$ cat src/verilog/riscv_pkg.sv
`default_nettype none

package riscv_pkg;

   typedef logic [31:0] xlen_t;      // Data word and byte address
   typedef logic [31:0] inst_t;
   typedef logic [4:0]  reg_addr_t;

   // Major opcodes of the supported subset
   localparam logic [6:0] OPC_OP     = 7'b0110011;
   localparam logic [6:0] OPC_OP_IMM = 7'b0010011;
   localparam logic [6:0] OPC_LUI    = 7'b0110111;
   localparam logic [6:0] OPC_LOAD   = 7'b0000011;
   localparam logic [6:0] OPC_STORE  = 7'b0100011;

   localparam inst_t NOP_INST = 32'h0000_0013;  // ADDI x0,x0,0

   // ALU_ADD must stay at zero so a cleared entry is a plain add
   typedef enum logic [2:0] {
      ALU_ADD,
      ALU_SUB,
      ALU_AND,
      ALU_OR,
      ALU_XOR,
      ALU_SLT,
      ALU_PASS_B                     // LUI
   } alu_op_e;

   typedef struct packed {
      inst_t inst;
      xlen_t pc;
   } if_id_t;

   typedef struct packed {
      reg_addr_t rs1;
      reg_addr_t rs2;
      xlen_t     rs1_data;
      xlen_t     rs2_data;
      xlen_t     imm;
      reg_addr_t rd;
      alu_op_e   alu_op;
      logic      alu_src_imm;        // Operand B from imm
      logic      mem_read;
      logic      mem_write;
      logic      reg_write;
   } id_ex_t;

   typedef struct packed {
      xlen_t     alu_result;         // Also the memory address
      xlen_t     store_data;
      reg_addr_t rd;
      logic      mem_read;
      logic      mem_write;
      logic      reg_write;
   } ex_mem_t;

   typedef struct packed {
      logic      we;
      reg_addr_t rd;
      xlen_t     data;
   } wb_t;

endpackage

`default_nettype wire

$ cat src/verilog/fetch_stage.sv
`timescale 1ns/1ps
`default_nettype none

module fetch_stage #(
   parameter riscv_pkg::xlen_t RESET_PC = '0
) (
   input  logic               clk,
   input  logic               arst_n_i,
   input  logic               stall_i,
   input  riscv_pkg::inst_t   inst_i,
   output riscv_pkg::xlen_t   inst_addr_o,
   output logic               inst_ce_o,
   output riscv_pkg::if_id_t  if_id_o
);

   import riscv_pkg::*;

   xlen_t  pc_q;
   logic   ce_q;
   if_id_t if_id_q;
   logic   advance;

   assign advance = ce_q & ~stall_i;  // Fetch accepted this cycle

   always_ff @(posedge clk or negedge arst_n_i) begin
      if (!arst_n_i) begin
         pc_q         <= RESET_PC;
         ce_q         <= 1'b0;
         if_id_q.inst <= NOP_INST;
         if_id_q.pc   <= RESET_PC;
      end else begin
         ce_q <= 1'b1;                // Enabled from the first edge on
         if (advance) begin
            pc_q         <= pc_q + xlen_t'(4);
            if_id_q.inst <= inst_i;   // Word answered in the same cycle
            if_id_q.pc   <= pc_q;
         end
      end
   end

   assign inst_addr_o = pc_q;
   assign inst_ce_o   = ce_q;
   assign if_id_o     = if_id_q;

endmodule

`default_nettype wire

$ cat src/verilog/decode_stage.sv
`timescale 1ns/1ps
`default_nettype none

module decode_stage (
   input  logic                  clk,
   input  logic                  arst_n_i,
   input  riscv_pkg::if_id_t     if_id_i,
   input  riscv_pkg::xlen_t      rs1_data_i,
   input  riscv_pkg::xlen_t      rs2_data_i,
   output riscv_pkg::reg_addr_t  rs1_addr_o,
   output riscv_pkg::reg_addr_t  rs2_addr_o,
   output logic                  stall_o,
   output riscv_pkg::id_ex_t     id_ex_o
);

   import riscv_pkg::*;

   inst_t      inst;
   logic [6:0] opcode;
   logic [2:0] funct3;
   logic       funct7_b5;
   reg_addr_t  rs1;
   reg_addr_t  rs2;
   xlen_t      imm_i;
   xlen_t      imm_s;
   xlen_t      imm_u;
   logic       valid;
   logic       load_use;
   id_ex_t     dec;
   id_ex_t     id_ex_q;

   assign inst      = if_id_i.inst;
   assign opcode    = inst[6:0];
   assign funct3    = inst[14:12];
   assign funct7_b5 = inst[30];     // SUB versus ADD
   assign rs1       = inst[19:15];
   assign rs2       = inst[24:20];

   assign imm_i = {{20{inst[31]}}, inst[31:20]};
   assign imm_s = {{20{inst[31]}}, inst[31:25], inst[11:7]};
   assign imm_u = {inst[31:12], 12'b0};

   always_comb begin
      dec          = '0;
      dec.rs1      = rs1;
      dec.rs2      = rs2;
      dec.rs1_data = rs1_data_i;
      dec.rs2_data = rs2_data_i;
      dec.rd       = inst[11:7];
      valid        = 1'b1;
      case (opcode)
         OPC_OP, OPC_OP_IMM: begin
            dec.reg_write   = 1'b1;
            dec.alu_src_imm = (opcode == OPC_OP_IMM);
            dec.imm         = imm_i;
            case (funct3)
               3'b000: begin
                  // Only register form has SUB
                  if (opcode == OPC_OP && funct7_b5)
                     dec.alu_op = ALU_SUB;
                  else
                     dec.alu_op = ALU_ADD;
               end
               3'b111: dec.alu_op = ALU_AND;
               3'b110: dec.alu_op = ALU_OR;
               3'b100: dec.alu_op = ALU_XOR;
               3'b010: begin
                  dec.alu_op = ALU_SLT;
                  valid      = (opcode == OPC_OP);  // No SLTI in subset
               end
               default: valid = 1'b0;
            endcase
         end
         OPC_LUI: begin
            dec.reg_write   = 1'b1;
            dec.alu_src_imm = 1'b1;
            dec.alu_op      = ALU_PASS_B;
            dec.imm         = imm_u;
         end
         OPC_LOAD: begin
            dec.reg_write   = 1'b1;
            dec.mem_read    = 1'b1;
            dec.alu_src_imm = 1'b1;
            dec.imm         = imm_i;
            valid           = (funct3 == 3'b010);   // LW only
         end
         OPC_STORE: begin
            dec.mem_write   = 1'b1;
            dec.alu_src_imm = 1'b1;
            dec.imm         = imm_s;
            valid           = (funct3 == 3'b010);   // SW only
         end
         default: valid = 1'b0;
      endcase
      if (!valid)
         dec = '0;                   // Unsupported word turns into a bubble
   end

   // Load in ID/EX feeding the instruction now in decode
   assign load_use = id_ex_q.mem_read && (id_ex_q.rd != '0) &&
                     ((id_ex_q.rd == rs1) || (id_ex_q.rd == rs2));

   always_ff @(posedge clk or negedge arst_n_i) begin
      if (!arst_n_i)
         id_ex_q <= '0;
      else if (load_use)
         id_ex_q <= '0;              // One bubble, fetch holds
      else
         id_ex_q <= dec;
   end

   assign rs1_addr_o = rs1;
   assign rs2_addr_o = rs2;
   assign stall_o    = load_use;
   assign id_ex_o    = id_ex_q;

endmodule

`default_nettype wire

$ cat src/verilog/reg_file.sv
`timescale 1ns/1ps
`default_nettype none

module reg_file (
   input  logic                  clk,
   input  logic                  arst_n_i,
   input  riscv_pkg::reg_addr_t  rs1_addr_i,
   input  riscv_pkg::reg_addr_t  rs2_addr_i,
   input  riscv_pkg::wb_t        wb_i,
   output riscv_pkg::xlen_t      rs1_data_o,
   output riscv_pkg::xlen_t      rs2_data_o
);

   import riscv_pkg::*;

   xlen_t regs_q [1:31];            // x0 has no storage

   // Write-through so decode sees this cycle's write-back
   function automatic xlen_t read_port(input reg_addr_t addr);
      xlen_t value;
      if (addr == '0)
         value = '0;
      else if (wb_i.we && (wb_i.rd == addr))
         value = wb_i.data;
      else
         value = regs_q[addr];
      return value;
   endfunction

   always_comb rs1_data_o = read_port(rs1_addr_i);
   always_comb rs2_data_o = read_port(rs2_addr_i);

   always_ff @(posedge clk or negedge arst_n_i) begin
      if (!arst_n_i) begin
         for (int i = 1; i < 32; i++)
            regs_q[i] <= '0;
      end else if (wb_i.we && (wb_i.rd != '0)) begin
         regs_q[wb_i.rd] <= wb_i.data;
      end
   end

endmodule

`default_nettype wire

$ cat src/verilog/execute_stage.sv
`timescale 1ns/1ps
`default_nettype none

module execute_stage (
   input  logic                clk,
   input  logic                arst_n_i,
   input  riscv_pkg::id_ex_t   id_ex_i,
   input  riscv_pkg::wb_t      wb_i,
   output riscv_pkg::ex_mem_t  ex_mem_o
);

   import riscv_pkg::*;

   ex_mem_t ex_mem_q;
   xlen_t   op_a;
   xlen_t   rs2_fwd;
   xlen_t   op_b;
   xlen_t   alu_result;

   // Newest producer wins, a load in EX/MEM has no result yet
   function automatic xlen_t forward(
      input reg_addr_t rs,
      input xlen_t     rf_data,
      input ex_mem_t   ex_mem,
      input wb_t       wb
   );
      xlen_t value;
      value = rf_data;
      if (rs != '0) begin
         if (ex_mem.reg_write && !ex_mem.mem_read && (ex_mem.rd == rs))
            value = ex_mem.alu_result;
         else if (wb.we && (wb.rd == rs))
            value = wb.data;
      end
      return value;
   endfunction

   assign op_a    = forward(id_ex_i.rs1, id_ex_i.rs1_data, ex_mem_q, wb_i);
   assign rs2_fwd = forward(id_ex_i.rs2, id_ex_i.rs2_data, ex_mem_q, wb_i);
   assign op_b    = id_ex_i.alu_src_imm ? id_ex_i.imm : rs2_fwd;

   always_comb begin
      case (id_ex_i.alu_op)
         ALU_ADD:    alu_result = op_a + op_b;
         ALU_SUB:    alu_result = op_a - op_b;
         ALU_AND:    alu_result = op_a & op_b;
         ALU_OR:     alu_result = op_a | op_b;
         ALU_XOR:    alu_result = op_a ^ op_b;
         ALU_SLT:    alu_result = {31'b0, $signed(op_a) < $signed(op_b)};
         ALU_PASS_B: alu_result = op_b;
         default:    alu_result = '0;
      endcase
   end

   always_ff @(posedge clk or negedge arst_n_i) begin
      if (!arst_n_i) begin
         ex_mem_q <= '0;
      end else begin
         ex_mem_q.alu_result <= alu_result;
         ex_mem_q.store_data <= rs2_fwd;   // Store data forwarded too
         ex_mem_q.rd         <= id_ex_i.rd;
         ex_mem_q.mem_read   <= id_ex_i.mem_read;
         ex_mem_q.mem_write  <= id_ex_i.mem_write;
         ex_mem_q.reg_write  <= id_ex_i.reg_write;
      end
   end

   assign ex_mem_o = ex_mem_q;

endmodule

`default_nettype wire

$ cat src/verilog/mem_wb_stage.sv
`timescale 1ns/1ps
`default_nettype none

module mem_wb_stage (
   input  logic                clk,
   input  logic                arst_n_i,
   input  riscv_pkg::ex_mem_t  ex_mem_i,
   input  riscv_pkg::xlen_t    data_i,
   output riscv_pkg::xlen_t    data_addr_o,
   output riscv_pkg::xlen_t    data_o,
   output logic                data_ce_o,
   output logic                data_we_o,
   output riscv_pkg::wb_t      wb_o
);

   import riscv_pkg::*;

   wb_t   wb_q;
   xlen_t result;

   // Data port straight from EX/MEM
   assign data_addr_o = ex_mem_i.alu_result;
   assign data_o      = ex_mem_i.store_data;
   assign data_ce_o   = ex_mem_i.mem_read | ex_mem_i.mem_write;
   assign data_we_o   = ex_mem_i.mem_write;

   // Load data arrives in the same cycle
   assign result = ex_mem_i.mem_read ? data_i : ex_mem_i.alu_result;

   always_ff @(posedge clk or negedge arst_n_i) begin
      if (!arst_n_i) begin
         wb_q <= '0;
      end else begin
         wb_q.we   <= ex_mem_i.reg_write;
         wb_q.rd   <= ex_mem_i.rd;
         wb_q.data <= result;
      end
   end

   assign wb_o = wb_q;

endmodule

`default_nettype wire

$ cat src/verilog/riscv.sv
`timescale 1ns/1ps
`default_nettype none

module riscv #(
   parameter riscv_pkg::xlen_t RESET_PC = '0
) (
   input  logic               clk,
   input  logic               arst_n_i,
   // Instruction port
   input  riscv_pkg::inst_t   inst_i,
   output riscv_pkg::xlen_t   inst_addr_o,
   output logic               inst_ce_o,
   // Data port
   input  riscv_pkg::xlen_t   data_i,
   output riscv_pkg::xlen_t   data_addr_o,
   output riscv_pkg::xlen_t   data_o,
   output logic               data_ce_o,
   output logic               data_we_o
);

   import riscv_pkg::*;

   logic      stall;
   reg_addr_t rs1_addr;
   reg_addr_t rs2_addr;
   xlen_t     rs1_data;
   xlen_t     rs2_data;
   if_id_t    if_id;
   id_ex_t    id_ex;
   ex_mem_t   ex_mem;
   wb_t       wb;

   fetch_stage #(
      .RESET_PC (RESET_PC)
   ) i_fetch_stage (
      .clk         (clk),
      .arst_n_i    (arst_n_i),
      .stall_i     (stall),
      .inst_i      (inst_i),
      .inst_addr_o (inst_addr_o),
      .inst_ce_o   (inst_ce_o),
      .if_id_o     (if_id)
   );

   decode_stage i_decode_stage (
      .clk        (clk),
      .arst_n_i   (arst_n_i),
      .if_id_i    (if_id),
      .rs1_data_i (rs1_data),
      .rs2_data_i (rs2_data),
      .rs1_addr_o (rs1_addr),
      .rs2_addr_o (rs2_addr),
      .stall_o    (stall),
      .id_ex_o    (id_ex)
   );

   reg_file i_reg_file (
      .clk        (clk),
      .arst_n_i   (arst_n_i),
      .rs1_addr_i (rs1_addr),
      .rs2_addr_i (rs2_addr),
      .wb_i       (wb),          // Write port
      .rs1_data_o (rs1_data),
      .rs2_data_o (rs2_data)
   );

   execute_stage i_execute_stage (
      .clk      (clk),
      .arst_n_i (arst_n_i),
      .id_ex_i  (id_ex),
      .wb_i     (wb),            // Second forwarding source
      .ex_mem_o (ex_mem)
   );

   mem_wb_stage i_mem_wb_stage (
      .clk         (clk),
      .arst_n_i    (arst_n_i),
      .ex_mem_i    (ex_mem),
      .data_i      (data_i),
      .data_addr_o (data_addr_o),
      .data_o      (data_o),
      .data_ce_o   (data_ce_o),
      .data_we_o   (data_we_o),
      .wb_o        (wb)
   );

endmodule

`default_nettype wire

$ cat config.mk
export PLATFORM = sky130hd
export DESIGN_NAME = riscv
export DESIGN_NICKNAME = d
export VERILOG_FILES = /design/src/verilog/riscv_pkg.sv /design/src/verilog/fetch_stage.sv /design/src/verilog/decode_stage.sv /design/src/verilog/reg_file.sv /design/src/verilog/execute_stage.sv /design/src/verilog/mem_wb_stage.sv /design/src/verilog/riscv.sv
export SDC_FILE = /design/constraint.sdc
export NUM_CORES = 2
export LEC_CHECK = 0
export BUFFER_PORTS_ARGS = -buffer_cell sky130_fd_sc_hd__buf_2
export CAP_MARGIN = 20
export CORE_MARGIN = 1
export CORE_UTILIZATION = 30
export CTS_BUF_LIST = sky130_fd_sc_hd__clkbuf_8 sky130_fd_sc_hd__clkbuf_16
export CTS_CLUSTER_SIZE = 12
export DETAILED_ROUTE_END_ITERATION = 8
export SLEW_MARGIN = 20
export SYNTH_ARGS = -nofsm -noshare
export SYNTH_HDL_FRONTEND = slang
export SYNTH_HIERARCHICAL = 1
export SYNTH_SLANG_ARGS = --single-unit
$ cat constraint.sdc
create_clock -name clk -period 10.2 [get_ports clk]
set_input_delay 0.51 -clock clk [delete_from_list [all_inputs] [get_ports clk]]
set_output_delay 0.51 -clock clk [all_outputs]
set_load 0.02 [all_outputs]
==> impl_summary.md <==
Global route
The number of global-route vias before repair is 52,220. For this run, the total global-route usage over all layers was measured as 20.61%. The maximum number of pins on one net before global-route repair is 162.

The first global-routing pass estimated 372,200 um of wire. The initial antenna violation count is 11. The total congestion overflow after global routing is 0.

STA
The share of the clock period used by the worst path is 67.19%. The final worst clock skew is 0.02973 ns. The count of endpoints failing hold in the final timing report is 0. The count of final setup violators is 0. Setup repair after global routing left no endpoint under its margin. The final count of pins violating max slew was 0. Derived from the worst setup path, the maximum achievable clock frequency is 145.9 MHz. The relative slew slack is 23.84%.

Summed over all failing endpoints, the final setup total negative slack is 0 ns. At the pin with the least slew margin, the transition time is 1.138 ns. The minimum period implied by the final worst setup slack is 6.854 ns. After layout, the worst setup slack is 3.346 ns.

CTS
The total number of clock tree sinks is 1,283. Counting the buffers created by CTS gives 143. The number of buffers added for setup after CTS is 0. TritonCTS built the clock tree.

The number of levels in the clock H-tree is 4. The cell sitting at the root of the clock tree is a sky130_fd_sc_hd__clkbuf_16. For the worst-skew pair, the clock arrives at the later sink with an insertion delay of 0.80 ns. The maximum clock insertion buffer count is 3. After clock tree synthesis, the clock-pin slew on the worst setup and hold paths is 0.06 ns.

Setup path
The register-to-register path setup slack is 3.35 ns. The endpoint kind of the worst setup timing path is a flip-flop. The number of cells on the worst reg-to-reg path is 20.

The kind of cell adding the most delay to the critical path is compound AO/OA/AOI/OAI gates. The most critical setup path has its startpoint at i_execute_stage/ex_mem_o[2]. The required time at the worst-slack endpoint is 10.88 ns. Walking the worst path, the cells encountered are buf_4 -> nor2b_1 -> o221ai_1 -> or3_1 -> buf_4 -> nand2_2 -> o22ai_1 -> a21oi_1 -> mux2i_1 -> inv_1 -> ha_1 -> or4_4 -> nor3_2 -> o21ai_1 -> a31oi_1 -> a221oi_1 -> o41ai_1 -> o22ai_1 -> o22a_1 -> a221o_1. The startpoint identified for the worst register-to-register timing path is i_execute_stage/ex_mem_o[2]. The delay of the slowest critical-path stage is 0.69 ns. For this design, the slowest cell found on the critical path is sky130_fd_sc_hd__nand2_2.

The largest driver fanout on the critical path is 34. The number of buffers and inverters on the critical path is 3. The sort of element at the start of the critical path is a flip-flop. Data arrives at the worst endpoint at 7.54 ns.

By startpoint and endpoint, the worst setup path is classified as reg -> reg. The reg-to-reg endpoint is i_execute_stage/ex_mem_o[61].

Layout
The leading cell type in the layout, fill and taps excluded is sky130_fd_sc_hd__dfrtp_1. The area growth from synthesis to layout is 11.79%. The post-layout net count is 5,761. The library cells used most frequently in the layout, excluding fill and tap cells, are 1,264 x sky130_fd_sc_hd__dfrtp_1, 1,150 x sky130_fd_sc_hd__mux2_2, 366 x sky130_fd_sc_hd__mux4_2, 168 x sky130_fd_sc_hd__a21oi_1, 165 x sky130_fd_sc_hd__nor2_1.

The post-route netlist has 38.71% of its cells at a drive strength greater than 1.

Placement
After legalization and detailed placement, the total HPWL measured 155,000 um. Routability-driven placement finished with a final weighted congestion of 0.9759. The number of input and output port buffers inserted is 162. OpenSTA, run right after detailed placement, puts the worst setup slack at 3.557 ns.

Drt
The post-detailed-route DRC marker count is 0. The post-route antenna net violation count is 0. In the routed layout, each cell is associated on average with a via count of 5.851. The first routing iteration left 6,426 violations. Across all layers, the routed design uses 51,820 vias.

For this run, the detailed router's first-pass iteration total came to 7. For this block, the routed nets add up to 254,200 um of wire. The wire length per cell is 28.71 um.

Logic synthesis
Synthesis handed over a netlist of 5,673 instances. For this run, the number of Yosys warnings is 6. The post-synth design cell area is 72,200 um^2. The mean area per synthesized cell is 12.73 um^2.

Floorplanning
The region available for standard cell placement spans 238,500 um^2. The row count is 179. Once the floorplan was initialized, standard cells occupied 30.27% of the core. The floorplan step defined a die boundary enclosing 242,600 um^2.

Measured along the y axis, the die boundary spans 492.6 um. In this run the horizontal extent of the chip is 492.6 um. In this run the count of I/O pins placed on the die edge is 165.

Hold path
The number of stages on the worst hold path is 2. In this run the most critical hold path is launched from data_i[30]. The type of the tightest min-delay check is in -> reg. The end point of the worst hold path is i_mem_wb_stage/wb_o[30].

Flow run
Max-cap violations in this run came to 0.

Power
The leakage power is 0.03666 uW. The areal power density over the cells is 146.4 nW/um^2. The power after layout is 11,820 uW. The worst vdd rail ir drop is 0.1689 mV.

Run status
The flow ran to the end, and the final reports show no timing, DRC or antenna violations.
==> through the flow <==
step	cells	area (um^2)	hold WS, ns	utilization (%)
2_1_floorplan	5674	72210	0.2144	-
3_3_place_gp	8548	75360	0.3567	31.59
3_5_place_dp	8549	75370	0.3530	31.60
4_1_cts	8855	80700	0.01238	33.83
5_1_grt	8856	80710	0.04007	33.84
6_report	8857	80720	0.06193	33.84
==> layer usage <==
layer | up-vias | GRT usage [%] | share of wire [%]
met5 | - | 0.07828 | 0.0051
met4 | 2 | 7.664 | 3.7
met3 | 530 | 4.089 | 8.9
met2 | 2643 | 31.31 | 45
met1 | 27480 | 28.88 | 43
li1 | 21170 | - | -
==> worst max path at each step <==
| stage | endpoint | slack, ns | cells after the start |
|---|---|---|---|
| floorplan | i_execute_stage/ex_mem_o[63] | 5.44 | 20 |
| detailed placement | i_execute_stage/ex_mem_o[61] | 3.56 | 20 |
| CTS | i_execute_stage/ex_mem_o[61] | 3.54 | 20 |
| global placement | i_execute_stage/ex_mem_o[61] | 3.60 | 20 |
| global route | i_execute_stage/ex_mem_o[65] | 3.03 | 20 |
| finish | i_execute_stage/ex_mem_o[61] | 3.35 | 20 |
==> area by class of cell <==
| type | count | area [um^2] |
|---|---|---|
| inverter | 117 | 439.2 |
| tap | 3167 | 3963 |
| antenna | 2 | 5.005 |
| fill | 23270 | 157800 |
| multi-input combinational | 3653 | 36660 |
| sequential | 1283 | 32140 |
| timing repair buffer | 389 | 2771 |
| clock inverter | 65 | 551.8 |
| clock buffer | 181 | 4180 |
==> power breakdown <==
group | total [uW] | switching, uW | internal [uW]
Combinational | 1320 | 908 | 415
Clock | 5270 | 2170 | 3100
Sequential | 5220 | 92.5 | 5130
Total | 11800 | 3170 | 8640
==> registers in the layout, indices dropped and copies added (netlist names) <==
register,cells
i_mem_wb_stage/wb_o,38
i_execute_stage/ex_mem_o,72
i_fetch_stage/inst_addr_o,30
i_fetch_stage/if_id_o,32
i_reg_file/regs_q,992
i_decode_stage/id_ex_o,118
i_fetch_stage/inst_ce_o,1
==> timing repair <==
item                                   in CTS  in global routing
hold buffers                               60                  0
resized for setup                           0                  0
endpoints found under the hold margin     175                  0
(Power assumes the default switching activity.)
